$ cat src/rv_core_pkg.sv
package rv_core_pkg;

   localparam int XLEN   = 64;
   localparam int ADDR_W = 39;   // sv39 physical bus

   typedef logic [XLEN-1:0]   word_t;
   typedef logic [ADDR_W-1:0] addr_t;
   typedef logic [31:0]       instr_t;
   typedef logic [4:0]        reg_idx_t;
   typedef logic [2:0]        ls_type_t;   // funct3 of load or store

   localparam addr_t RAM_BASE = 39'h00_8000_0000;   // reset fetch address

   // major opcodes
   localparam logic [6:0] OP_LUI    = 7'b0110111;
   localparam logic [6:0] OP_AUIPC  = 7'b0010111;
   localparam logic [6:0] OP_JAL    = 7'b1101111;
   localparam logic [6:0] OP_JALR   = 7'b1100111;
   localparam logic [6:0] OP_BRANCH = 7'b1100011;
   localparam logic [6:0] OP_LOAD   = 7'b0000011;
   localparam logic [6:0] OP_STORE  = 7'b0100011;
   localparam logic [6:0] OP_IMM    = 7'b0010011;
   localparam logic [6:0] OP_IMM_W  = 7'b0011011;
   localparam logic [6:0] OP_REG    = 7'b0110011;
   localparam logic [6:0] OP_REG_W  = 7'b0111011;

   localparam instr_t NOP_INSTR = 32'h0000_0013;   // addi x0,x0,0

   typedef enum logic [3:0] {
      ALU_ADD, ALU_SUB, ALU_SLL, ALU_SLT, ALU_SLTU, ALU_XOR,
      ALU_SRL, ALU_SRA, ALU_OR, ALU_AND, ALU_PASS_B
   } alu_op_t;

   typedef enum logic [2:0] {
      CLS_ALU, CLS_BRANCH, CLS_JAL, CLS_JALR, CLS_LOAD, CLS_STORE, CLS_NOP
   } op_class_t;

   typedef enum logic {LSU_IDLE, LSU_WAIT} lsu_state_t;

   typedef struct packed {
      instr_t instr;
      addr_t  addr;   // address this instruction came from
   } fetch_t;

   typedef struct packed {
      op_class_t cls;
      alu_op_t   alu_op;
      logic      is_word;   // 32-bit op, result sign extended
      logic      use_imm;   // operand b from immediate
      logic      use_pc;    // operand a from pc
      reg_idx_t  rd;
      reg_idx_t  rs1;
      reg_idx_t  rs2;
      ls_type_t  funct3;
      word_t     imm;
   } dec_t;

   typedef struct packed {
      logic  valid;
      addr_t target;
   } redirect_t;

   typedef struct packed {
      logic     valid;
      logic     write;
      addr_t    addr;
      word_t    data;
      ls_type_t ls_type;
      reg_idx_t rd;
   } mem_req_t;

   typedef struct packed {
      addr_t    address;
      word_t    write_data;
      logic     read_enable;
      logic     write_enable;
      ls_type_t ls_type;
   } bus_req_t;

   typedef struct packed {
      logic     we;
      reg_idx_t rd;
      word_t    data;
   } wb_t;

endpackage

$ cat src/rv_fetch.sv
`timescale 1ns/10ps

module rv_fetch (
   input  logic                   clk,
   input  logic                   reset,
   input  rv_core_pkg::instr_t    instruction_i,   // word at pc_o
   input  rv_core_pkg::redirect_t redirect_i,
   input  logic                   stall_i,         // lsu waiting on bus
   output rv_core_pkg::addr_t     pc_o,
   output rv_core_pkg::fetch_t    cur_o            // executing instruction
);
   import rv_core_pkg::*;

   addr_t  pc_q;
   fetch_t cur_q;

   always_ff @(posedge clk or negedge reset) begin
      if (!reset) begin
         pc_q        <= RAM_BASE;
         cur_q.instr <= NOP_INSTR;
         cur_q.addr  <= RAM_BASE;
      end else if (!stall_i) begin
         if (redirect_i.valid) begin
            pc_q        <= redirect_i.target;
            cur_q.instr <= NOP_INSTR;   // wrong-path word dropped, one bubble
            cur_q.addr  <= pc_q;
         end else begin
            pc_q        <= pc_q + addr_t'(4);
            cur_q.instr <= instruction_i;
            cur_q.addr  <= pc_q;        // keep own address, no pc-4 math later
         end
      end
      // stalled: hold pc and ir
   end

   assign pc_o  = pc_q;
   assign cur_o = cur_q;

endmodule

$ cat config.mk
export PLATFORM = sky130hd
export DESIGN_NAME = rv_fetch
export DESIGN_NICKNAME = d
export VERILOG_FILES = /design/src/rv_core_pkg.sv /design/src/rv_fetch.sv
export SDC_FILE = /design/constraint.sdc
export NUM_CORES = 1
export LEC_CHECK = 0
export BUFFER_PORTS_ARGS = -buffer_cell sky130_fd_sc_hd__buf_2
export CORE_ASPECT_RATIO = 1.75
export CORE_MARGIN = 5
export CORE_UTILIZATION = 40
export DETAILED_ROUTE_END_ITERATION = 8
export PLACE_DENSITY = 0.78
export SYNTH_ARGS = -nofsm -noshare
export SYNTH_HDL_FRONTEND = slang
export SYNTH_SLANG_ARGS = --single-unit
$ cat constraint.sdc
create_clock -name clk -period 3.6 [get_ports clk]
set_input_delay 0.72 -clock clk [delete_from_list [all_inputs] [get_ports clk]]
set_output_delay 0.72 -clock clk [all_outputs]
set_load 0.03 [all_outputs]
==> results.md <==
- Core area: 0.0128 mm^2
- Post-CTS Setup Bufs: 0
- Post-synthesis sequential area ratio: 53.4%
- Critical path peak fanout: 48
- Largest net degree at the start of global routing: 85
- Setup TNS: 0 ns
- Share of cells above drive strength 1: 37.0%
- Pwr/cell area: 539 mW/mm^2
- Dominant synthesized flop cell: dfrtp_1
- Post-route ant nets: 0
- Nets: 766
- Count of cell types in the netlist: 59
- CTS tree: yes
- P_leak: 3.04 nW
- Seq cells post-synth: 110
- Fin. Hold Viols: 0
- Reg2Reg Depth: 5
- Total CTS buffers: 9
- CP Launch Type: input pin
- Fmax: 0.456 GHz
- Number of port buffers: 184
- CTS Sinks: 110
- Post-CTS resize count: 0
- Num ports: 185
- Die footprint: 0.0154 mm^2
- Synthesized area per cell: 9.91 um^2
- Vias in the first global route: ~4,600
- CTS Hold Bufs: 0
- Top cells by area, synth: dfrtp_1, nand2_1, mux2_2
- Routed WL: 15,300 um
- RSZ-0062 raised after global routing: no
- Yosys top cell area share: 50.9%
- Clk pin slew, worst setup/hold paths: roughly 0.08 ns
- Syn Nets: around 600
- DR iter-0 viols: 290
- Die H: 160 um
- Ys Warns: 0
- Hpwl dp: 11,100 um
- Most frequent cell after synthesis: dfrtp_1
- Worst path arrival time: ~2.5 ns
- Cells after synthesis: 521
- Hold WC Path Type: input pin to asynchronous set/reset pin
- Layout area overhead: 26.8%
- Most frequent cells after synthesis: dfrtp_1, nand2_1, o21ai_0, mux2_2, nor2_1
- Slew @ Worst Pin: 0.824 ns
- Global-route wire length before repair: 24,200 um
- Post-Synthesis Cell Area: 0.00516 mm^2
- GRT overflow: 0
- Via density: 5.41
- Starting Density: 40.3%
- Residual DRC: 0
- Bufs on Longest Clock Path: 2
- Worst vdd ir: 0.000290 V
- Post-synth EDFFs: 0
- Slew margin rel.: 45.1%
- Tmin final: 2.19 ns
- Synth area leader: dfrtp_1
- Run status: finished, final reports clean
- Max-Cap Viols: 0
- Final-report setup violation count: 0
- DR vias: 4,693
- GRT Total Usage: 20.2%
- Period utilisation layout: approximately 60%
- Initial antenna violation count: 0
- Clk_lat worst skew: 0.36 ns
- Min Hold Slack: 0.397 ns
- DRT Pass-1 Iters: 4
- Ys async rst share: 100%
- H-tree depth reported by CTS: 3
- Placement row count: 55
- Max Slew Vio Count: 0
- Clk Tree Root Cell: clkbuf_16
- Die X: around 96 um
- WS Path Type: input pin to flop
- CP required: 3.87 ns
- WL/cell: 17.7 um
- Final Wtd Congestion: between 0.8 and 0.9
- Critical Path End Type: flop
- Fin Clk Skew: 0.0156 ns
-- power breakdown --
part / total [W] / switching (W) / leakage [nW] / internal, W
logic: 0.000933 / 0.000634 / 1.57 / 0.000299
registers: 0.00157 / 0.000166 / 1.32 / 0.00141
clock network: 0.00102 / 0.000522 / 0.152 / 0.000502
total: 0.00353 / 0.00132 / 3.04 / 0.00221
-- path summary, 6_finish.rpt --
path	startpoint	endpoint	slack [ns]
max	redirect_i[39]	pc_o[35]	1.41
min	reset	cur_o[7]	0.40
max reg2reg	pc_o[12]	pc_o[23]	1.57
min reg2reg	cur_o[26]	cur_o[26]	0.48
max in group asynchronous	reset	cur_o[39]	2.40
min in group clk	cur_o[26]	cur_o[26]	0.48
-- worst max-delay path: stages --
cell and delay, ns:
buf_2 0.22, inv_1 0.11, buf_4 0.44, nand2_1 0.31
or4_1 0.46, o211ai_1 0.18
-- layout make-up --
| type | count | area (um^2) |
|---|---|---|
| antenna | 1 | 2.50 |
| clock inverter | 7 | 83.8 |
| clock buffer | 9 | 225 |
| sequential | 110 | 2760 |
| fill | 1231 | 6250 |
| multi-input combinational | 370 | 2240 |
| inverter | 7 | 26.3 |
| tap | 171 | 214 |
| timing repair buffer | 192 | 998 |
-- registers in the layout, indices dropped and copies added, names as in the netlist --
register,flops
cur_o,71
pc_o,39
-- metrics by stage --
| step | util, % | power (W) | instance area [um^2] | std cells | worst slack [ns] |
|---|---|---|---|---|---|
| floorplan | - | 0.00218 | 5160 | 521 | 1.61 |
| global placement | 48.7 | 0.00252 | 6240 | 850 | 1.09 |
| detailed placement | 48.7 | 0.00254 | 6240 | 850 | 1.10 |
| CTS | 51.1 | 0.00357 | 6550 | 866 | 1.44 |
| global route | 51.1 | 0.00370 | 6550 | 866 | 1.32 |
| finish | 51.2 | 0.00353 | 6550 | 867 | 1.41 |
-- cell usage in the layout (no fill, tap or decap), types with 2 or more instances in the layout --
master     count
a211oi_1       2
a21oi_1       17
a22o_1         2
a22oi_1       11
a311oi_1       6
a31oi_1        2
a32oi_1        2
a41oi_1        2
and2_1         3
and3_1         8
and4_1         5
buf_2        182
buf_4          9
clkbuf_16      9
clkinv_8       2
dfrtp_1      105
dfstp_2        5
inv_1          6
inv_6          2
inv_8          3
mux2_2        33
mux2i_1        4
nand2_1      101
nand3_1       12
nand4_1        8
nor2_1        29
nor2b_1        2
nor3_1        13
nor4_1         6
o211ai_1       3
o21ai_0       60
o22a_1         3
o22ai_1        5
o311ai_0       2
o31a_1         2
or4_1          3
-- routing by layer --
layer / wire length, um / GRT usage (%) / up-vias
li1: - / - / 2235
met1: 5770 / 24.0 / 2230
met2: 7960 / 33.3 / 182
met3: 876 / 3.56 / 46
met4: 690 / 12.0 / 0
met5: 0 / 0 / -
-- cell families (layout without fill, tap and decap cells) --
kind of cell | Yosys count | after routing | share of synthesized area [%]
buffers and inverters | 41 | 215 | 3.22
adders and majority gates | 1 | 1 | 0.242
muxes | 37 | 37 | 7.97
AOI/OAI and AO/OA | 129 | 129 | 15.7
DFF | 110 | 110 | 53.4
and+or+nand+nor | 203 | 203 | 19.5
other | 0 | 1 | 0
No activity file was read; power rests on OpenSTA's default activity.
