--- config.mk ---
export PLATFORM = sky130hd
export DESIGN_NAME = rv_decode
export DESIGN_NICKNAME = d
export VERILOG_FILES = /design/src/rv_core_pkg.sv /design/src/rv_decode.sv
export SDC_FILE = /design/constraint.sdc
export NUM_CORES = 1
export LEC_CHECK = 0
export BUFFER_PORTS_ARGS = -buffer_cell sky130_fd_sc_hd__buf_2
export CORE_MARGIN = 2
export CORE_UTILIZATION = 39
export DETAILED_ROUTE_END_ITERATION = 12
export PLACE_DENSITY_LB_ADDON = 0.15
export SYNTH_ARGS = -nofsm -noshare
export SYNTH_HDL_FRONTEND = slang
export SYNTH_SLANG_ARGS = --single-unit
--- constraint.sdc ---
create_clock -name vclk -period 2.2
set_clock_uncertainty 0.1 [all_clocks]
set_input_delay 0 -clock vclk [all_inputs]
set_output_delay 0 -clock vclk [all_outputs]
set_load 0.005 [all_outputs]
--- src/rv_core_pkg.sv ---
package rv_core_pkg;

   localparam int XLEN   = 64;
   localparam int ADDR_W = 39;   // sv39 physical bus

   typedef logic [XLEN-1:0]   word_t;
   typedef logic [ADDR_W-1:0] addr_t;
   typedef logic [31:0]       instr_t;
   typedef logic [4:0]        reg_idx_t;
   typedef logic [2:0]        ls_type_t;   // funct3 of load or store

   localparam addr_t RAM_BASE = 39'h00_8000_0000;   // reset fetch address

   // major opcodes
   localparam logic [6:0] OP_LUI    = 7'b0110111;
   localparam logic [6:0] OP_AUIPC  = 7'b0010111;
   localparam logic [6:0] OP_JAL    = 7'b1101111;
   localparam logic [6:0] OP_JALR   = 7'b1100111;
   localparam logic [6:0] OP_BRANCH = 7'b1100011;
   localparam logic [6:0] OP_LOAD   = 7'b0000011;
   localparam logic [6:0] OP_STORE  = 7'b0100011;
   localparam logic [6:0] OP_IMM    = 7'b0010011;
   localparam logic [6:0] OP_IMM_W  = 7'b0011011;
   localparam logic [6:0] OP_REG    = 7'b0110011;
   localparam logic [6:0] OP_REG_W  = 7'b0111011;

   localparam instr_t NOP_INSTR = 32'h0000_0013;   // addi x0,x0,0

   typedef enum logic [3:0] {
      ALU_ADD, ALU_SUB, ALU_SLL, ALU_SLT, ALU_SLTU, ALU_XOR,
      ALU_SRL, ALU_SRA, ALU_OR, ALU_AND, ALU_PASS_B
   } alu_op_t;

   typedef enum logic [2:0] {
      CLS_ALU, CLS_BRANCH, CLS_JAL, CLS_JALR, CLS_LOAD, CLS_STORE, CLS_NOP
   } op_class_t;

   typedef enum logic {LSU_IDLE, LSU_WAIT} lsu_state_t;

   typedef struct packed {
      instr_t instr;
      addr_t  addr;   // address this instruction came from
   } fetch_t;

   typedef struct packed {
      op_class_t cls;
      alu_op_t   alu_op;
      logic      is_word;   // 32-bit op, result sign extended
      logic      use_imm;   // operand b from immediate
      logic      use_pc;    // operand a from pc
      reg_idx_t  rd;
      reg_idx_t  rs1;
      reg_idx_t  rs2;
      ls_type_t  funct3;
      word_t     imm;
   } dec_t;

   typedef struct packed {
      logic  valid;
      addr_t target;
   } redirect_t;

   typedef struct packed {
      logic     valid;
      logic     write;
      addr_t    addr;
      word_t    data;
      ls_type_t ls_type;
      reg_idx_t rd;
   } mem_req_t;

   typedef struct packed {
      addr_t    address;
      word_t    write_data;
      logic     read_enable;
      logic     write_enable;
      ls_type_t ls_type;
   } bus_req_t;

   typedef struct packed {
      logic     we;
      reg_idx_t rd;
      word_t    data;
   } wb_t;

endpackage

--- src/rv_decode.sv ---
`timescale 1ns/10ps

module rv_decode (
   input  rv_core_pkg::instr_t instr_i,
   output rv_core_pkg::dec_t   dec_o
);
   import rv_core_pkg::*;

   logic [6:0] opcode;
   logic [6:0] funct7;
   logic [2:0] funct3;
   word_t      imm_u, imm_i, imm_s, imm_j, imm_b;
   word_t      shamt6, shamt5;
   logic       sh_ok;    // legal shift-imm encoding, rv64
   logic       sh_w_ok;  // legal w-form shift or add encoding
   logic       alt_ok;   // funct7 0 or 0100000 where allowed

   assign opcode = instr_i[6:0];
   assign funct3 = instr_i[14:12];
   assign funct7 = instr_i[31:25];

   assign imm_u  = {{32{instr_i[31]}}, instr_i[31:12], 12'b0};
   assign imm_i  = {{52{instr_i[31]}}, instr_i[31:20]};
   assign imm_s  = {{52{instr_i[31]}}, instr_i[31:25], instr_i[11:7]};
   assign imm_j  = {{44{instr_i[31]}}, instr_i[19:12], instr_i[20], instr_i[30:21], 1'b0};
   assign imm_b  = {{52{instr_i[31]}}, instr_i[7], instr_i[30:25], instr_i[11:8], 1'b0};
   assign shamt6 = {58'b0, instr_i[25:20]};
   assign shamt5 = {59'b0, instr_i[24:20]};

   assign sh_ok   = (funct3 == 3'b001) ? (funct7[6:1] == 6'b0) :
                    (funct3 == 3'b101) ? (funct7[6:1] == 6'b0 || funct7[6:1] == 6'b010000) :
                    1'b1;
   assign alt_ok  = (funct7 == 7'b0) ||
                    (funct7 == 7'b0100000 && (funct3 == 3'b000 || funct3 == 3'b101));
   assign sh_w_ok = (funct3 == 3'b000) ||
                    ((funct3 == 3'b001 || funct3 == 3'b101) && alt_ok);

   // funct3 to alu op, alt picks sub / sra
   function automatic alu_op_t alu_sel(input logic [2:0] f3, input logic alt);
      case (f3)
         3'b000:  return alt ? ALU_SUB : ALU_ADD;
         3'b001:  return ALU_SLL;
         3'b010:  return ALU_SLT;
         3'b011:  return ALU_SLTU;
         3'b100:  return ALU_XOR;
         3'b101:  return alt ? ALU_SRA : ALU_SRL;
         3'b110:  return ALU_OR;
         default: return ALU_AND;
      endcase
   endfunction

   always_comb begin
      dec_o         = '0;
      dec_o.cls     = CLS_NOP;
      dec_o.alu_op  = ALU_ADD;
      dec_o.rs1     = instr_i[19:15];
      dec_o.rs2     = instr_i[24:20];
      dec_o.funct3  = funct3;
      case (opcode)
         OP_LUI: begin
            dec_o.cls = CLS_ALU;  dec_o.alu_op = ALU_PASS_B;
         end
         OP_AUIPC: begin
            dec_o.cls = CLS_ALU;  dec_o.use_pc = 1'b1;
         end
         OP_JAL:    dec_o.cls = CLS_JAL;
         OP_JALR:   if (funct3 == 3'b000) dec_o.cls = CLS_JALR;
         OP_BRANCH: if (funct3[2:1] != 2'b01) dec_o.cls = CLS_BRANCH;
         OP_LOAD:   if (funct3 != 3'b111) dec_o.cls = CLS_LOAD;
         OP_STORE:  if (!funct3[2]) dec_o.cls = CLS_STORE;
         OP_IMM: if (sh_ok) begin
            dec_o.cls    = CLS_ALU;
            dec_o.alu_op = alu_sel(funct3, funct3 == 3'b101 && instr_i[30]);   // addi never sub
         end
         OP_IMM_W: if (sh_w_ok) begin
            dec_o.cls     = CLS_ALU;
            dec_o.is_word = 1'b1;
            dec_o.alu_op  = alu_sel(funct3, funct3 == 3'b101 && instr_i[30]);
         end
         OP_REG: if (alt_ok) begin
            dec_o.cls    = CLS_ALU;
            dec_o.alu_op = alu_sel(funct3, instr_i[30]);
         end
         OP_REG_W: if (alt_ok && sh_w_ok) begin
            dec_o.cls     = CLS_ALU;
            dec_o.is_word = 1'b1;
            dec_o.alu_op  = alu_sel(funct3, instr_i[30]);
         end
         default: dec_o.cls = CLS_NOP;   // unknown executes as nop
      endcase

      // operand b source
      dec_o.use_imm = (opcode != OP_REG) && (opcode != OP_REG_W);
      case (opcode)
         OP_LUI, OP_AUIPC: dec_o.imm = imm_u;
         OP_JAL:           dec_o.imm = imm_j;
         OP_BRANCH:        dec_o.imm = imm_b;
         OP_STORE:         dec_o.imm = imm_s;
         OP_IMM:           dec_o.imm = (funct3[1:0] == 2'b01) ? shamt6 : imm_i;
         OP_IMM_W:         dec_o.imm = (funct3[1:0] == 2'b01) ? shamt5 : imm_i;
         default:          dec_o.imm = imm_i;
      endcase

      // rd only where a register is written
      if (dec_o.cls == CLS_ALU || dec_o.cls == CLS_JAL || dec_o.cls == CLS_JALR ||
          dec_o.cls == CLS_LOAD)
         dec_o.rd = instr_i[11:7];
   end

endmodule

==> out/qor.yml <==
synth_area_leaders: "buf_4, a21o_1, nor3_1, a22o_1, nor2_1"
ios: 124
track_usage_pct: 18.8
fmax_ghz: 0.507
netSwitchingPower_w: 0.000137
ctsHoldBuffers: 0
fin_crit_ns: 1.97
synth.top_cell.area_share_pct: 26.2
hold_ws_ns: 0.0805
coreArea_um2: 3100
syn_nets: 222
final_common_cell: "buf_2"
regArea_um2: 0
final_nets: 299
seqPwrFrac_pct: 0
relSlewSlack_pct: 59.4
route.detailed.drc: 0
layout-drive-gt1-share_pct: 54.3
required_ns: 2.10
layout_common_cells: "buf_2, a21o_1, nor2_1"
num_rows: 20
crit_fanout: 5
avgViaCountPerCell: 5.16
drt_iter0_markers: 43
total_power_w: 0.000263
synth_area_leader_cell: "buf_4"
drv_cap: 0
start_util_pct: 41.6
p_leak_nw: 0.922
ys_types: 45
setup_viol: 0
syn2layout_area_growth_pct: 26.6
hold_viol_final: 0
syn-instance-count: 190
powerDensity_nw_per_um2: 161
p_sw_share_pct: 52.1
die_area_um2: 3780
antenna_cells: 0
antenna_found_initial: 0
antenna_left: 0
die_w_um: 61.5
endpoint_kind: "output port"
seq_cells: 0
cp-start-kind: "input port"
intPower_w: 0.000126
combPwrFrac_pct: 100.0
cts_resized: 0
routed-via-count: 1594
hp-class: "in2out"
firstDrtPassIters: 5
wire_per_inst_um: 12.6
rsz0062_at_grt: "no"
power_frac_clock_pct: 0
place_congestion: 0.859
clock_buffers: 0
chipHeight_um: 61.5
overflow: 0
grt_pass1_wl_um: 5700
tns_ns: 0
post-route-period-util_pct: 89.7
portBuffers: 124
cts_setup_buffers: 0
ys.warnings.count: 0
status: "complete, no violations"
syn_area_per_cell_um2: 6.79
drv_slew: 0
hpwl_um: 3290
grt_pass1_vias: 1248
path_class: "in2out"
fin_area_um2: 1630
multiInputGateArea_um2: 893
seq_area_frac_synth_pct: 0
peakVddDrop_uv: 70.6
worstMarginPinSlew_ns: 0.604
drt_wl_total_um: 3900
grt_max_degree: 34
worst_ep_arrival_time_ns: 1.87
fill_cells: 330
syn_area_um2: 1290
placed_area_um2: 1630
[power groups by stage]
stage                     sequential, W  combinational (W)  clock (W)
after floorplan                       0           0.000187          0
after global placement                0           0.000263          0
after detailed placement              0           0.000265          0
after CTS                             0           0.000265          0
after global routing                  0           0.000297          0
final                                 0           0.000263          0
[per-layer routing]
layer	wire [um]	track usage, %
met1	1590	26.5
met5	0	0
met3	385	0.210
met2	1910	33.7
met4	22	1.22
[layout make-up]
cell class         count  area share [%]
well taps             44            3.37
multi-input cells    131            54.7
inverters              3           0.690
repair buffers       131            41.2
[logic make-up after synthesis]
kind of cell	Yosys count	synth area share [%]
mux	2	1.75
simple gates	74	34.9
xor+xnor	3	2.04
compound gates	52	30.6
buf+inv	59	30.7
[Yosys cell counts (all sizes together), types with 2 or more instances]
| cell type | count |
|---|---|
| a211o | 2 |
| a21o | 19 |
| a21oi | 7 |
| a22o | 5 |
| and2 | 6 |
| buf | 50 |
| clkbuf | 6 |
| inv | 3 |
| mux2 | 2 |
| nand2 | 9 |
| nand2b | 3 |
| nand3 | 2 |
| nand3b | 5 |
| nor2 | 11 |
| nor2b | 6 |
| nor3 | 11 |
| nor3b | 5 |
| nor4 | 6 |
| o21ai | 8 |
| o31ai | 2 |
| or3 | 3 |
| or4 | 3 |
| xnor2 | 2 |
[worst paths after layout]
check / startpoint / endpoint / slack [ns] / cells past startpoint
max: instr_i[26] / dec_o[78] / 0.23 / 7
min: instr_i[15] / dec_o[72] / 0.08 / 2
[critical path, stage by stage]
cell     delay (ns)
buf_2          0.13
or4_1          0.58
o31ai_4        0.26
o41ai_1        0.10
or4_4          0.47
nor3b_1        0.19
buf_2          0.14
[per-stage QoR]
step / utilization [%] / worst slack [ns] / std cells
after floorplan: - / 0.380 / 190
after global placement: 52.6 / 0.267 / 309
after detailed placement: 52.6 / 0.224 / 309
after CTS: 52.6 / 0.216 / 309
after global routing: 52.6 / 0.147 / 309
final: 52.6 / 0.227 / 309
(Power assumes the default switching activity.)
