<file path="src/rv_core_pkg.sv">
package rv_core_pkg;

   localparam int XLEN   = 64;
   localparam int ADDR_W = 39;   // sv39 physical bus

   typedef logic [XLEN-1:0]   word_t;
   typedef logic [ADDR_W-1:0] addr_t;
   typedef logic [31:0]       instr_t;
   typedef logic [4:0]        reg_idx_t;
   typedef logic [2:0]        ls_type_t;   // funct3 of load or store

   localparam addr_t RAM_BASE = 39'h00_8000_0000;   // reset fetch address

   // major opcodes
   localparam logic [6:0] OP_LUI    = 7'b0110111;
   localparam logic [6:0] OP_AUIPC  = 7'b0010111;
   localparam logic [6:0] OP_JAL    = 7'b1101111;
   localparam logic [6:0] OP_JALR   = 7'b1100111;
   localparam logic [6:0] OP_BRANCH = 7'b1100011;
   localparam logic [6:0] OP_LOAD   = 7'b0000011;
   localparam logic [6:0] OP_STORE  = 7'b0100011;
   localparam logic [6:0] OP_IMM    = 7'b0010011;
   localparam logic [6:0] OP_IMM_W  = 7'b0011011;
   localparam logic [6:0] OP_REG    = 7'b0110011;
   localparam logic [6:0] OP_REG_W  = 7'b0111011;

   localparam instr_t NOP_INSTR = 32'h0000_0013;   // addi x0,x0,0

   typedef enum logic [3:0] {
      ALU_ADD, ALU_SUB, ALU_SLL, ALU_SLT, ALU_SLTU, ALU_XOR,
      ALU_SRL, ALU_SRA, ALU_OR, ALU_AND, ALU_PASS_B
   } alu_op_t;

   typedef enum logic [2:0] {
      CLS_ALU, CLS_BRANCH, CLS_JAL, CLS_JALR, CLS_LOAD, CLS_STORE, CLS_NOP
   } op_class_t;

   typedef enum logic {LSU_IDLE, LSU_WAIT} lsu_state_t;

   typedef struct packed {
      instr_t instr;
      addr_t  addr;   // address this instruction came from
   } fetch_t;

   typedef struct packed {
      op_class_t cls;
      alu_op_t   alu_op;
      logic      is_word;   // 32-bit op, result sign extended
      logic      use_imm;   // operand b from immediate
      logic      use_pc;    // operand a from pc
      reg_idx_t  rd;
      reg_idx_t  rs1;
      reg_idx_t  rs2;
      ls_type_t  funct3;
      word_t     imm;
   } dec_t;

   typedef struct packed {
      logic  valid;
      addr_t target;
   } redirect_t;

   typedef struct packed {
      logic     valid;
      logic     write;
      addr_t    addr;
      word_t    data;
      ls_type_t ls_type;
      reg_idx_t rd;
   } mem_req_t;

   typedef struct packed {
      addr_t    address;
      word_t    write_data;
      logic     read_enable;
      logic     write_enable;
      ls_type_t ls_type;
   } bus_req_t;

   typedef struct packed {
      logic     we;
      reg_idx_t rd;
      word_t    data;
   } wb_t;

endpackage

</file>
<file path="src/rv_lsu.sv">
`timescale 1ns/10ps

module rv_lsu (
   input  logic                  clk,
   input  logic                  reset,
   input  rv_core_pkg::mem_req_t mem_req_i,
   input  logic                  bus_read_done_i,
   input  logic                  bus_write_done_i,
   input  rv_core_pkg::word_t    bus_read_data_i,
   output rv_core_pkg::bus_req_t bus_o,
   output logic                  busy_o,   // core stall
   output rv_core_pkg::wb_t      wb_o      // load result
);
   import rv_core_pkg::*;

   lsu_state_t state_q;
   logic       write_q;            // pending op is a store
   logic       rd_en_q, wr_en_q;   // one-cycle strobes
   addr_t      addr_q;
   word_t      wdata_q;
   ls_type_t   ls_type_q;
   reg_idx_t   rd_q;
   word_t      store_mask;
   word_t      load_ext;
   logic       done;
   logic       accept;

   assign accept = (state_q == LSU_IDLE) && mem_req_i.valid;
   assign done   = write_q ? bus_write_done_i : bus_read_done_i;

   always_comb begin
      case (mem_req_i.ls_type[1:0])
         2'b00:   store_mask = 64'h0000_0000_0000_00ff;   // sb
         2'b01:   store_mask = 64'h0000_0000_0000_ffff;   // sh
         2'b10:   store_mask = 64'h0000_0000_ffff_ffff;   // sw
         default: store_mask = '1;                        // sd
      endcase
   end

   always_ff @(posedge clk or negedge reset) begin
      if (!reset) begin
         state_q <= LSU_IDLE;
         write_q <= 1'b0;
         rd_en_q <= 1'b0;
         wr_en_q <= 1'b0;
      end else begin
         rd_en_q <= 1'b0;
         wr_en_q <= 1'b0;
         case (state_q)
            LSU_IDLE: if (accept) begin
               state_q <= LSU_WAIT;
               write_q <= mem_req_i.write;
               rd_en_q <= !mem_req_i.write;
               wr_en_q <= mem_req_i.write;
            end
            default: if (done) state_q <= LSU_IDLE;   // done may come with the strobe
         endcase
      end
   end

   // request payload, held stable until done
   always_ff @(posedge clk) begin
      if (accept) begin
         addr_q    <= mem_req_i.addr;
         wdata_q   <= mem_req_i.data & store_mask;
         ls_type_q <= mem_req_i.ls_type;
         rd_q      <= mem_req_i.rd;
      end
   end

   always_comb begin
      case (ls_type_q)
         3'b000:  load_ext = {{56{bus_read_data_i[7]}}, bus_read_data_i[7:0]};     // lb
         3'b001:  load_ext = {{48{bus_read_data_i[15]}}, bus_read_data_i[15:0]};   // lh
         3'b010:  load_ext = {{32{bus_read_data_i[31]}}, bus_read_data_i[31:0]};   // lw
         3'b100:  load_ext = {56'b0, bus_read_data_i[7:0]};                       // lbu
         3'b101:  load_ext = {48'b0, bus_read_data_i[15:0]};                      // lhu
         3'b110:  load_ext = {32'b0, bus_read_data_i[31:0]};                      // lwu
         default: load_ext = bus_read_data_i;                                     // ld
      endcase
   end

   assign wb_o.we   = (state_q == LSU_WAIT) && !write_q && bus_read_done_i;
   assign wb_o.rd   = rd_q;
   assign wb_o.data = load_ext;

   assign busy_o = (state_q == LSU_WAIT);

   assign bus_o = '{address: addr_q, write_data: wdata_q, read_enable: rd_en_q,
                    write_enable: wr_en_q, ls_type: ls_type_q};

endmodule

</file>
<file path="config.mk">
export PLATFORM = sky130hd
export DESIGN_NAME = rv_lsu
export DESIGN_NICKNAME = d
export VERILOG_FILES = /design/src/rv_core_pkg.sv /design/src/rv_lsu.sv
export SDC_FILE = /design/constraint.sdc
export NUM_CORES = 1
export LEC_CHECK = 0
export BUFFER_PORTS_ARGS = -buffer_cell sky130_fd_sc_hd__buf_2
export CAP_MARGIN = 20
export CORE_AREA = 2 2 141 143
export DETAILED_ROUTE_END_ITERATION = 7
export DIE_AREA = 0 0 143 145
export SLEW_MARGIN = 20
export SYNTH_ARGS = -nofsm -noshare
export SYNTH_HDL_FRONTEND = slang
export SYNTH_SLANG_ARGS = --single-unit
</file>
<file path="constraint.sdc">
create_clock -name clk -period 12.6 [get_ports clk]
set_clock_uncertainty 0.1 [all_clocks]
set_input_delay 1.89 -clock clk [delete_from_list [all_inputs] [get_ports clk]]
set_output_delay 1.89 -clock clk [all_outputs]
set_load 0.03 [all_outputs]
</file>
==> flow_metrics.env, run 1 <==
export IMPL_status="completed"
export IMPL_wirelength_mm=15.4
export IMPL_syn_area_per_cell_um2=13.9
export IMPL_p_sw_share_pct=35.2
export IMPL_p_sw_uw=499
export IMPL_setup_slack_ns=7.63
export IMPL_rsz0062_at_grt="false"
export IMPL_root_buffer="clkbuf_16"
export IMPL_fillers=1912
export IMPL_cts_tree="yes"
export IMPL_rows=51
export IMPL_drc_errors=0
export IMPL_crit_type="input pin to output pin"
export IMPL_synth_seq_cells=115
export IMPL_vias=4038
export IMPL_yosysSeqAreaShare_pct=72.3
export IMPL_yosysTopAreaCell="edfxtp_1"
export IMPL_p_clk_share_pct=35.6
export IMPL_grt_pass1_vias=4076
export IMPL_worstHoldStart="write_q"
export IMPL_p_per_area_nw_per_um2=195
export IMPL_clk_latency_ns=0.41
export IMPL_hold_viol=0
export IMPL_holdBufCountCts=0
export IMPL_vdd_drop_max_mv=0.128
export IMPL_finalSetupViolCount=0
export IMPL_overflow=0
export IMPL_die_w_um=143
export IMPL_synth_fp_nets=523
export IMPL_worstPathArrival_ns=2.98
export IMPL_synth_edff_count=111
export IMPL_drtPass1Iterations=4
export IMPL_max_slew_margin_pct=27.8
export IMPL_design_area_um2=7250
export IMPL_core_um2=19200
export IMPL_clock_sinks=115
export IMPL_drive_gt1_share_pct=56.8
export IMPL_whs_endpoint="write_q"
export IMPL_grt_first_pass_wirelength_mm=22.0
export IMPL_tns_ns=0
export IMPL_r2r_end="write_q"
export IMPL_cts_made_buffers=17
export IMPL_placed_cell_area_um2=6620
export IMPL_ant_nets=0
export IMPL_die_h_um=145
export IMPL_power_frac_seq_pct=36.4
export IMPL_clkTransAtPathRegs_ns=0.06
export IMPL_gp_congestion=0.729
export IMPL_wl_per_cell_um=16.3
export IMPL_port_buffers=345
export IMPL_netlist_instances=342
export IMPL_worst_ep_required_time_ns=10.61
export IMPL_leakagePower_uw=0.00334
export IMPL_maxCapViolCount=0
export IMPL_dp_hpwl_mm=11.5
export IMPL_fmax_mhz=201
export IMPL_area_growth_pct=52.7
export IMPL_grt_usage_pct=14.3
export IMPL_ys_types=22
export IMPL_rr_startpoint="busy_o"
export IMPL_cts_repair_resized=0
export IMPL_cp_max_fo=16
export IMPL_initial_core_util_pct=24.7
export IMPL_end_kind="output pin"
export IMPL_netlist_area_um2=4750
export IMPL_async_flop_share_pct=3.48
export IMPL_fin_crit_ns=4.97
export IMPL_internal_power_uw=918
export IMPL_dp_slack_ns=7.63
export IMPL_vias_per_cell=4.26
export IMPL_worstRegToRegCells=3
export IMPL_fin_nets=848
export IMPL_cts_setup_buffers=0
export IMPL_grt_max_degree=82
export IMPL_worst_pin_slew_ns=1.08
export IMPL_layout_common_cells="buf_2 (345), edfxtp_1 (111), nand3_1 (32), o211ai_1 (32), and3_1 (32)"
export IMPL_cp_startpoint="bus_read_data_i[7]"
export IMPL_io_pins=360
export IMPL_antenna_found_initial=4
export IMPL_final_common_cell="buf_2"
export IMPL_cts_buffer_depth=2
export IMPL_synth_top_area_share_pct=70.2
export IMPL_hp_class="flop to flop"
export IMPL_hold_depth=1
export IMPL_final_core_util_pct=37.7
export IMPL_drt_iter0_drc=102
export IMPL_rrSetupSlack_ns=9.75
export IMPL_worstSetupStartpointType="input pin"
export IMPL_comb_power_share_pct=28.0
export IMPL_ys_flop_type="edfxtp_1"
export IMPL_yosys_warnings=0
export IMPL_synth_area_leaders="edfxtp_1 (70%), o211ai_1 (5.1%), and3_1 (4.2%), nand3_1 (3.4%), and2_1 (2.2%)"
export IMPL_cts_max_level=4
export IMPL_slew_viol_final=0
export IMPL_total_power_uw=1420
export IMPL_timing_final_crit_share_pct=39.4
export IMPL_die_area_um2=20700
final cells by class:
| type | instances | area (um^2) | area share [%] |
|---|---|---|---|
| Antenna cell | 3 | 7.51 | 0.104 |
| Clock buffer | 17 | 425 | 5.87 |
| Clock inverter | 15 | 195 | 2.69 |
| Multi-Input combinational cell | 183 | 1090 | 15.1 |
| Sequential cell | 115 | 3430 | 47.4 |
| Tap cell | 265 | 332 | 4.57 |
| Timing Repair Buffer | 350 | 1760 | 24.3 |
flip-flops by register name (all words and copies together), names as in the netlist:
register / count
wdata_q: 64
addr_q: 39
rd_q: 5
ls_type_q: 3
busy_o: 1
rd_en_q: 1
wr_en_q: 1
write_q: 1
power by group through the flow:
stage | logic, uW | registers (uW) | clock network [uW]
finish | 396 | 516 | 504
global route | 422 | 523 | 531
CTS | 402 | 517 | 517
detailed placement | 402 | 524 | 0
global placement | 402 | 522 | 0
floorplan | 160 | 651 | 0
critical path, cell delays in order:
cell,delay [ns]
buf_2,0.13
mux2i_2,0.63
o21ai_1,0.12
buf_2,0.21
through the flow:
stage          hold slack, ns  instances
3_5_place_dp            0.445        913
4_1_cts                 0.459        945
5_1_grt                 0.503        946
6_report                0.454        948
3_3_place_gp            0.428        913
2_1_floorplan           0.405        342
synthesized netlist by cell type (all sizes together) (2+ instances only):
cell type and count:
and2 17, clkbuf 19, dfrtp 4, o211ai 32, nor2b 10, o21ai 24
and3 32, nand3 32, nand2 25, edfxtp 111, nor2 2, or2 2
buf 25, mux2i 3
cells by family (layout without fill, tap and decap cells):
| group | after synthesis | count (layout) | share of synthesized area [%] |
|---|---|---|---|
| AND/OR/NAND/NOR | 122 | 122 | 14.1 |
| flip-flops | 115 | 115 | 72.3 |
| AO/OA/AOI/OAI | 57 | 57 | 7.75 |
| buffers and inverters | 44 | 382 | 4.93 |
| multiplexers | 4 | 4 | 0.949 |
| other | 0 | 3 | 0 |
per-layer routing:
layer	wire, um	vias to the layer above	share of wire (%)	global-route usage, %
li1	-	1931	-	-
met1	5200	1858	34	12.8
met2	8030	225	52	26.5
met3	1830	22	12	7.29
met4	363	2	2.4	5.99
met5	20	-	0.13	0
worst max-delay path by stage:
stage                    end  slack, ns  cells after the start
finish              wb_o[21]       7.63                      4
global route        wb_o[26]       7.52                      4
CTS                 wb_o[31]       7.63                      4
detailed placement  wb_o[19]       7.63                      4
global placement    wb_o[31]       7.69                      4
floorplan            write_q       5.04                      2
Power figures use the tool's default switching activity.
==> inputs of run 2 (changes only) <==
Settings changed: ABC_AREA set to 1.
Clock period 12.6 ns to 4.55 ns, I/O delays scaled along.
==> run 2 against run 1 <==
Net effect: final cell count rose by 7.2%; via count rose by 2.4%; combinational power rose to 3.1 times the previous value; non-clock buffer count rose by 2; largest power group unchanged; routed wire length fell by 5.5%; highest routed layer unchanged; sequential power rose to 2.9 times the previous value; worst hold slack got worse by 0.099 ns; critical endpoint is now wb_o[62]; worst setup slack got worse by 6.5 ns; utilization fell by 0.22 points.
==> flow_metrics.env, run 2 <==
export IMPL_top_regs="wdata_q (64), addr_q (39), rd_q (5)"
export IMPL_worst_ep_required_time_ns=3.77
export IMPL_cts_tree="yes"
export IMPL_worstSetupEndpoint="wb_o[62]"
export IMPL_yosys_warnings=0
export IMPL_dp_hpwl_mm=10.8
export IMPL_ys_types=13
export IMPL_drtPass1Iterations=4
export IMPL_holdBufCountCts=1
export IMPL_rr_startpoint="busy_o"
export IMPL_hold_viol=0
export IMPL_grt_max_degree=86
export IMPL_rows=51
export IMPL_rsz0062_at_grt="false"
export IMPL_p_per_area_nw_per_um2=552
export IMPL_synth_area_leaders="edfxtp_1 (70%), nand3_1 (5.4%), inv_1 (5.1%), nand2_1 (4.2%), nand4_1 (4.2%)"
export IMPL_yosysTopAreaCell="edfxtp_1"
export IMPL_fin_crit_ns=3.45
export IMPL_regMostFlops="wdata_q"
export IMPL_clock_sinks=115
export IMPL_cts_max_level=4
export IMPL_r2r_end="addr_q[8]"
export IMPL_end_kind="output pin"
export IMPL_ys_flop_type="edfxtp_1"
export IMPL_drt_iter0_drc=140
export IMPL_vdd_drop_max_mv=0.296
export IMPL_synth_common_cells="edfxtp_1 (111), inv_1 (65), nand2_1 (54), nand3_1 (52), nor2_1 (46)"
export IMPL_die_h_um=145
export IMPL_drive_gt1_share_pct=51.1
export IMPL_hp_class="input pin to flop"
export IMPL_initial_core_util_pct=24.9
export IMPL_finalSetupViolCount=0
export IMPL_worst_pin_slew_ns=1.06
export IMPL_final_common_cell="buf_2"
export IMPL_fmax_mhz=289
export IMPL_wirelength_mm=14.6
export IMPL_maxCapViolCount=0
export IMPL_whs_ns=0.354
export IMPL_io_pins=360
export IMPL_slew_viol_final=0
export IMPL_fin_nets=918
export IMPL_setup_slack_ns=1.10
export IMPL_met1_length_mm=5.46
export IMPL_core_um2=19200
export IMPL_wl_met3_mm=1.39
export IMPL_dp_cells=982
export IMPL_antenna_found_initial=2
export IMPL_clk_latency_ns=0.39
export IMPL_worstRegToRegCells=4
export IMPL_synth_seq_cells=115
export IMPL_worstSetupStartpointType="flop"
export IMPL_async_flop_share_pct=3.48
export IMPL_wl_per_cell_um=14.4
export IMPL_synth_top_area_share_pct=69.7
export IMPL_synth_most_common_cell="edfxtp_1"
export IMPL_leakagePower_uw=0.00372
export IMPL_port_buffers=345
export IMPL_root_buffer="clkbuf_16"
export IMPL_status="completed"
export IMPL_syn_area_per_cell_um2=11.8
export IMPL_drc_errors=0
export IMPL_vias=4135
export IMPL_cts_setup_buffers=0
export IMPL_largest_register_ffs=64
export IMPL_worstPathArrival_ns=2.67
export IMPL_yosysSeqAreaShare_pct=71.8
export IMPL_overflow=0
export IMPL_clkTransAtPathRegs_ns=0.06
export IMPL_gp_congestion=0.787
export IMPL_dr_wl_met2_mm=7.50
export IMPL_netlist_area_um2=4780
export IMPL_cp_max_fo=56
export IMPL_grt_pass1_vias=3955
export IMPL_maxUsedRoutingLayer="met5"
export IMPL_max_slew_margin_pct=29.4
export IMPL_cts_repair_resized=0
export IMPL_cts_made_buffers=17
export IMPL_netlist_instances=404
export IMPL_final_core_util_pct=37.5
export IMPL_synth_fp_nets=585
export IMPL_grt_usage_pct=13.3
export IMPL_final_cells=1016
export IMPL_grt_first_pass_wirelength_mm=20.9
export IMPL_dp_slack_ns=1.49
export IMPL_fillers=1928
export IMPL_rrSetupSlack_ns=2.46
export IMPL_synth_edff_count=111
export IMPL_crit_type="flop to output pin"
export IMPL_cp_startpoint="ls_type_q[0]"
export IMPL_die_area_um2=20700
export IMPL_cts_buffer_depth=2
export IMPL_area_growth_pct=50.7
export IMPL_vias_per_cell=4.07
export IMPL_timing_final_crit_share_pct=75.9
export IMPL_tns_ns=0
export IMPL_ant_nets=0
export IMPL_layout_common_cells="buf_2 (345), edfxtp_1 (111), inv_1 (64), nand2_1 (54), nand3_1 (51)"
export IMPL_die_w_um=143
==> run 2: layout make-up <==
| type | count | area [um^2] | share of cell area, % |
|---|---|---|---|
| Tap cell | 265 | 332 | 4.60 |
| Antenna cell | 1 | 2.50 | 0.0347 |
| Multi-Input combinational cell | 186 | 852 | 11.8 |
| Clock buffer | 19 | 433 | 6.01 |
| Clock inverter | 13 | 125 | 1.74 |
| Sequential cell | 115 | 3430 | 47.6 |
| Timing Repair Buffer | 352 | 1780 | 24.7 |
| Inverter | 65 | 249 | 3.45 |
==> run 2: logic make-up (layout without fill, tap and decap cells) <==
logic type,Yosys count,after routing,synth area share [%]
AND/OR/NAND/NOR,185,185,17.6
flip-flops,115,115,71.8
buffers and inverters,103,449,10.5
AO/OA/AOI/OAI,1,1,0.105
other,0,1,0
==> run 2: how the worst min path moves through the flow <==
stage                       start    endpoint  slack [ns]  depth (start not counted)
detailed placement          reset      busy_o        0.39                          1
floorplan                   reset      busy_o        0.29                          0
global route         mem_req_i[0]     rd_q[0]        0.32                          1
finish               mem_req_i[0]     rd_q[0]        0.35                          1
CTS                 mem_req_i[84]  addr_q[12]        0.33                          1
global placement            reset      busy_o        0.39                          1
==> run 2: critical path: stages (launching register included) <==
cell and delay [ns]:
edfxtp_1 0.65, nor2_2 0.22, nand3_2 0.78, nand4_1 0.35
buf_2 0.25
==> run 2: metal layers <==
layer  up-vias  global-route usage (%)
li1       2022                       -
met1      1860                    13.0
met2       235                    24.9
met3        16                    5.51
met4         2                    4.36
met5         -                       0
==> run 2: power breakdown <==
group	leakage (uW)	switching [uW]	internal (uW)	total, uW
logic	0.00234	923	307	1230
clock network	0.000265	513	761	1270
registers	0.00111	64.7	1410	1480
total	0.00372	1500	2480	3980
==> run 2: per-stage QoR <==
stage	total power (uW)	cell area, um^2
after floorplan	2360	4780
after global placement	2740	6640
after detailed placement	2740	6640
after CTS	4040	7200
after global routing	4160	7210
final	3980	7210
==> inputs of run 3 (changes only) <==
Settings changed: ABC_AREA 1 to 0, CORE_AREA 2 2 141 143 to 2 2 142 144, DIE_AREA 0 0 143 145 to 0 0 144 146.
Clock period 4.55 ns to 3.4 ns, I/O delays scaled along.
==> run 3 against run 2 <==
Net effect: clock-buffer cell count decreased by 2; die area increased by 1.4%; worst setup slack got worse by 0.50 ns; register-to-register slack got worse by 0.60 ns; sequential cell count unchanged; clock power increased by 32%; critical path type unchanged.
==> flow_metrics.env, run 3 (same netlist as run 1, synthesis figures left out) <==
export IMPL_cts_setup_buffers=0
export IMPL_drt_iter0_drc=170
export IMPL_end_kind="output pin"
export IMPL_die_w_um=144
export IMPL_clk_latency_ns=0.40
export IMPL_rr_startpoint="busy_o"
export IMPL_vias=4072
export IMPL_critPathBufInv=2
export IMPL_clkTransAtPathRegs_ns=0.06
export IMPL_fin_nets=853
export IMPL_cts_buffer_depth=2
export IMPL_fin_crit_ns=2.80
export IMPL_drtPass1Iterations=4
export IMPL_tns_ns=0
export IMPL_fmax_mhz=357
export IMPL_drive_gt1_share_pct=56.5
export IMPL_r2r_end="write_q"
export IMPL_status="completed"
export IMPL_path_depth=4
export IMPL_setup_slack_ns=0.597
export IMPL_largest_register_ffs=64
export IMPL_timing_final_crit_share_pct=82.4
export IMPL_grt_pass1_vias=4113
export IMPL_cp_max_fo=40
export IMPL_maxCapViolCount=0
export IMPL_regMostFlops="wdata_q"
export IMPL_crit_type="flop to output pin"
export IMPL_leakagePower_uw=0.00333
export IMPL_rows=51
export IMPL_io_pins=360
export IMPL_max_slew_margin_pct=29.0
export IMPL_hp_class="input pin to flop"
export IMPL_port_buffers=345
export IMPL_hold_depth=1
export IMPL_fillers=1929
export IMPL_initial_core_util_pct=24.6
export IMPL_worstPathArrival_ns=2.19
export IMPL_grt_first_pass_wirelength_mm=22.5
export IMPL_drc_errors=0
export IMPL_overflow=0
export IMPL_worstHoldStart="mem_req_i[110]"
export IMPL_path_cells="buf_4, nand3_1, o211ai_1, buf_2"
export IMPL_multi_input_area_um2=1090
export IMPL_final_core_util_pct=37.5
export IMPL_cts_made_buffers=17
export IMPL_p_per_area_nw_per_um2=701
export IMPL_final_common_cell="buf_2"
export IMPL_hold_viol=0
export IMPL_rrSetupSlack_ns=1.86
export IMPL_whs_ns=0.177
export IMPL_wl_per_cell_um=16.3
export IMPL_worstRegToRegCells=3
export IMPL_cts_tree="yes"
export IMPL_vias_per_cell=4.28
export IMPL_worst_pin_slew_ns=1.07
export IMPL_gp_congestion=0.750
export IMPL_clock_sinks=115
export IMPL_area_growth_pct=52.6
export IMPL_die_area_um2=21000
export IMPL_grt_usage_pct=14.4
export IMPL_dp_slack_ns=1.04
export IMPL_die_h_um=146
export IMPL_grt_max_degree=66
export IMPL_antenna_found_initial=2
export IMPL_core_um2=19300
export IMPL_ant_nets=0
export IMPL_layout_common_cells="buf_2 (345), edfxtp_1 (111), nand3_1 (32), o211ai_1 (32), and3_1 (32)"
export IMPL_dp_hpwl_mm=11.7
export IMPL_worstSetupStartpointType="flop"
export IMPL_top_regs="wdata_q (64), addr_q (39), rd_q (5)"
export IMPL_cp_slowest_stage_delay_ns=0.76
export IMPL_total_power_uw=5080
export IMPL_rsz0062_at_grt="false"
export IMPL_worst_ep_required_time_ns=2.79
export IMPL_wirelength_mm=15.5
export IMPL_vdd_drop_max_mv=0.313
export IMPL_critical_path_slowest_cell="edfxtp_1"
export IMPL_root_buffer="clkbuf_16"
export IMPL_regArea_um2=3430
export IMPL_slew_viol_final=0
export IMPL_finalSetupViolCount=0
export IMPL_critical_path_top_delay_family="flip-flops"
export IMPL_cts_max_level=4
export IMPL_whs_endpoint="addr_q[38]"
[run 3: changes by cell type in the layout (fill, tap and decap cells not counted), sizes merged, moves of 20 or more]
cell / previous run / this run
o21ai: 0 / 24
and3: 0 / 32
nor2: 47 / 2
nand3: 52 / 32
nand2: 54 / 25
nand4: 32 / 0
o211ai: 0 / 32
inv: 71 / 6
[run 3: worst max-delay path by stage]
stage / startpoint / to / slack, ns
after floorplan: busy_o / write_q / 0.53
after global placement: ls_type_q[1] / wb_o[61] / 1.06
after detailed placement: ls_type_q[1] / wb_o[61] / 1.04
after CTS: ls_type_q[1] / wb_o[61] / 0.59
after global routing: ls_type_q[0] / wb_o[57] / 0.46
final: ls_type_q[1] / wb_o[61] / 0.60
[run 3: area by class of cell]
cell class	count	share of cell area [%]
sequential	115	47.4
clock inverter	15	1.80
antenna	1	0.0345
tap	265	4.58
multi-input combinational	183	15.1
timing repair buffer	355	25.3
clock buffer	17	5.87
[run 3: power by group]
| part | switching, uW | internal [uW] |
|---|---|---|
| registers | 74.9 | 1840 |
| clock network | 671 | 1010 |
| logic | 1080 | 399 |
[run 3: per-layer routing]
layer	share of wire (%)	global-route usage (%)	vias to the layer above
li1	-	-	1932
met1	35	14.5	1873
met2	51	25.3	248
met3	13	7.37	17
met4	1.6	4.95	2
met5	0.10	0	-
[run 3: timing repair]
item	4_1_cts	5_1_grt
endpoints found under the setup margin	0	0
gates resized for setup	0	0
endpoints found under the hold margin	4	0
hold buffers	1	0
[run 3: worst register-to-register path, stage by stage (launching register included)]
cell and delay, ns:
dfrtp_1 0.43, nor2b_4 0.19, buf_12 0.30, mux2_1 0.40
[run 3: through the flow]
step | cell area [um^2] | std cells
CTS | 7240 | 950
global route | 7240 | 950
global placement | 6680 | 917
finish | 7240 | 951
detailed placement | 6680 | 917
floorplan | 4760 | 342
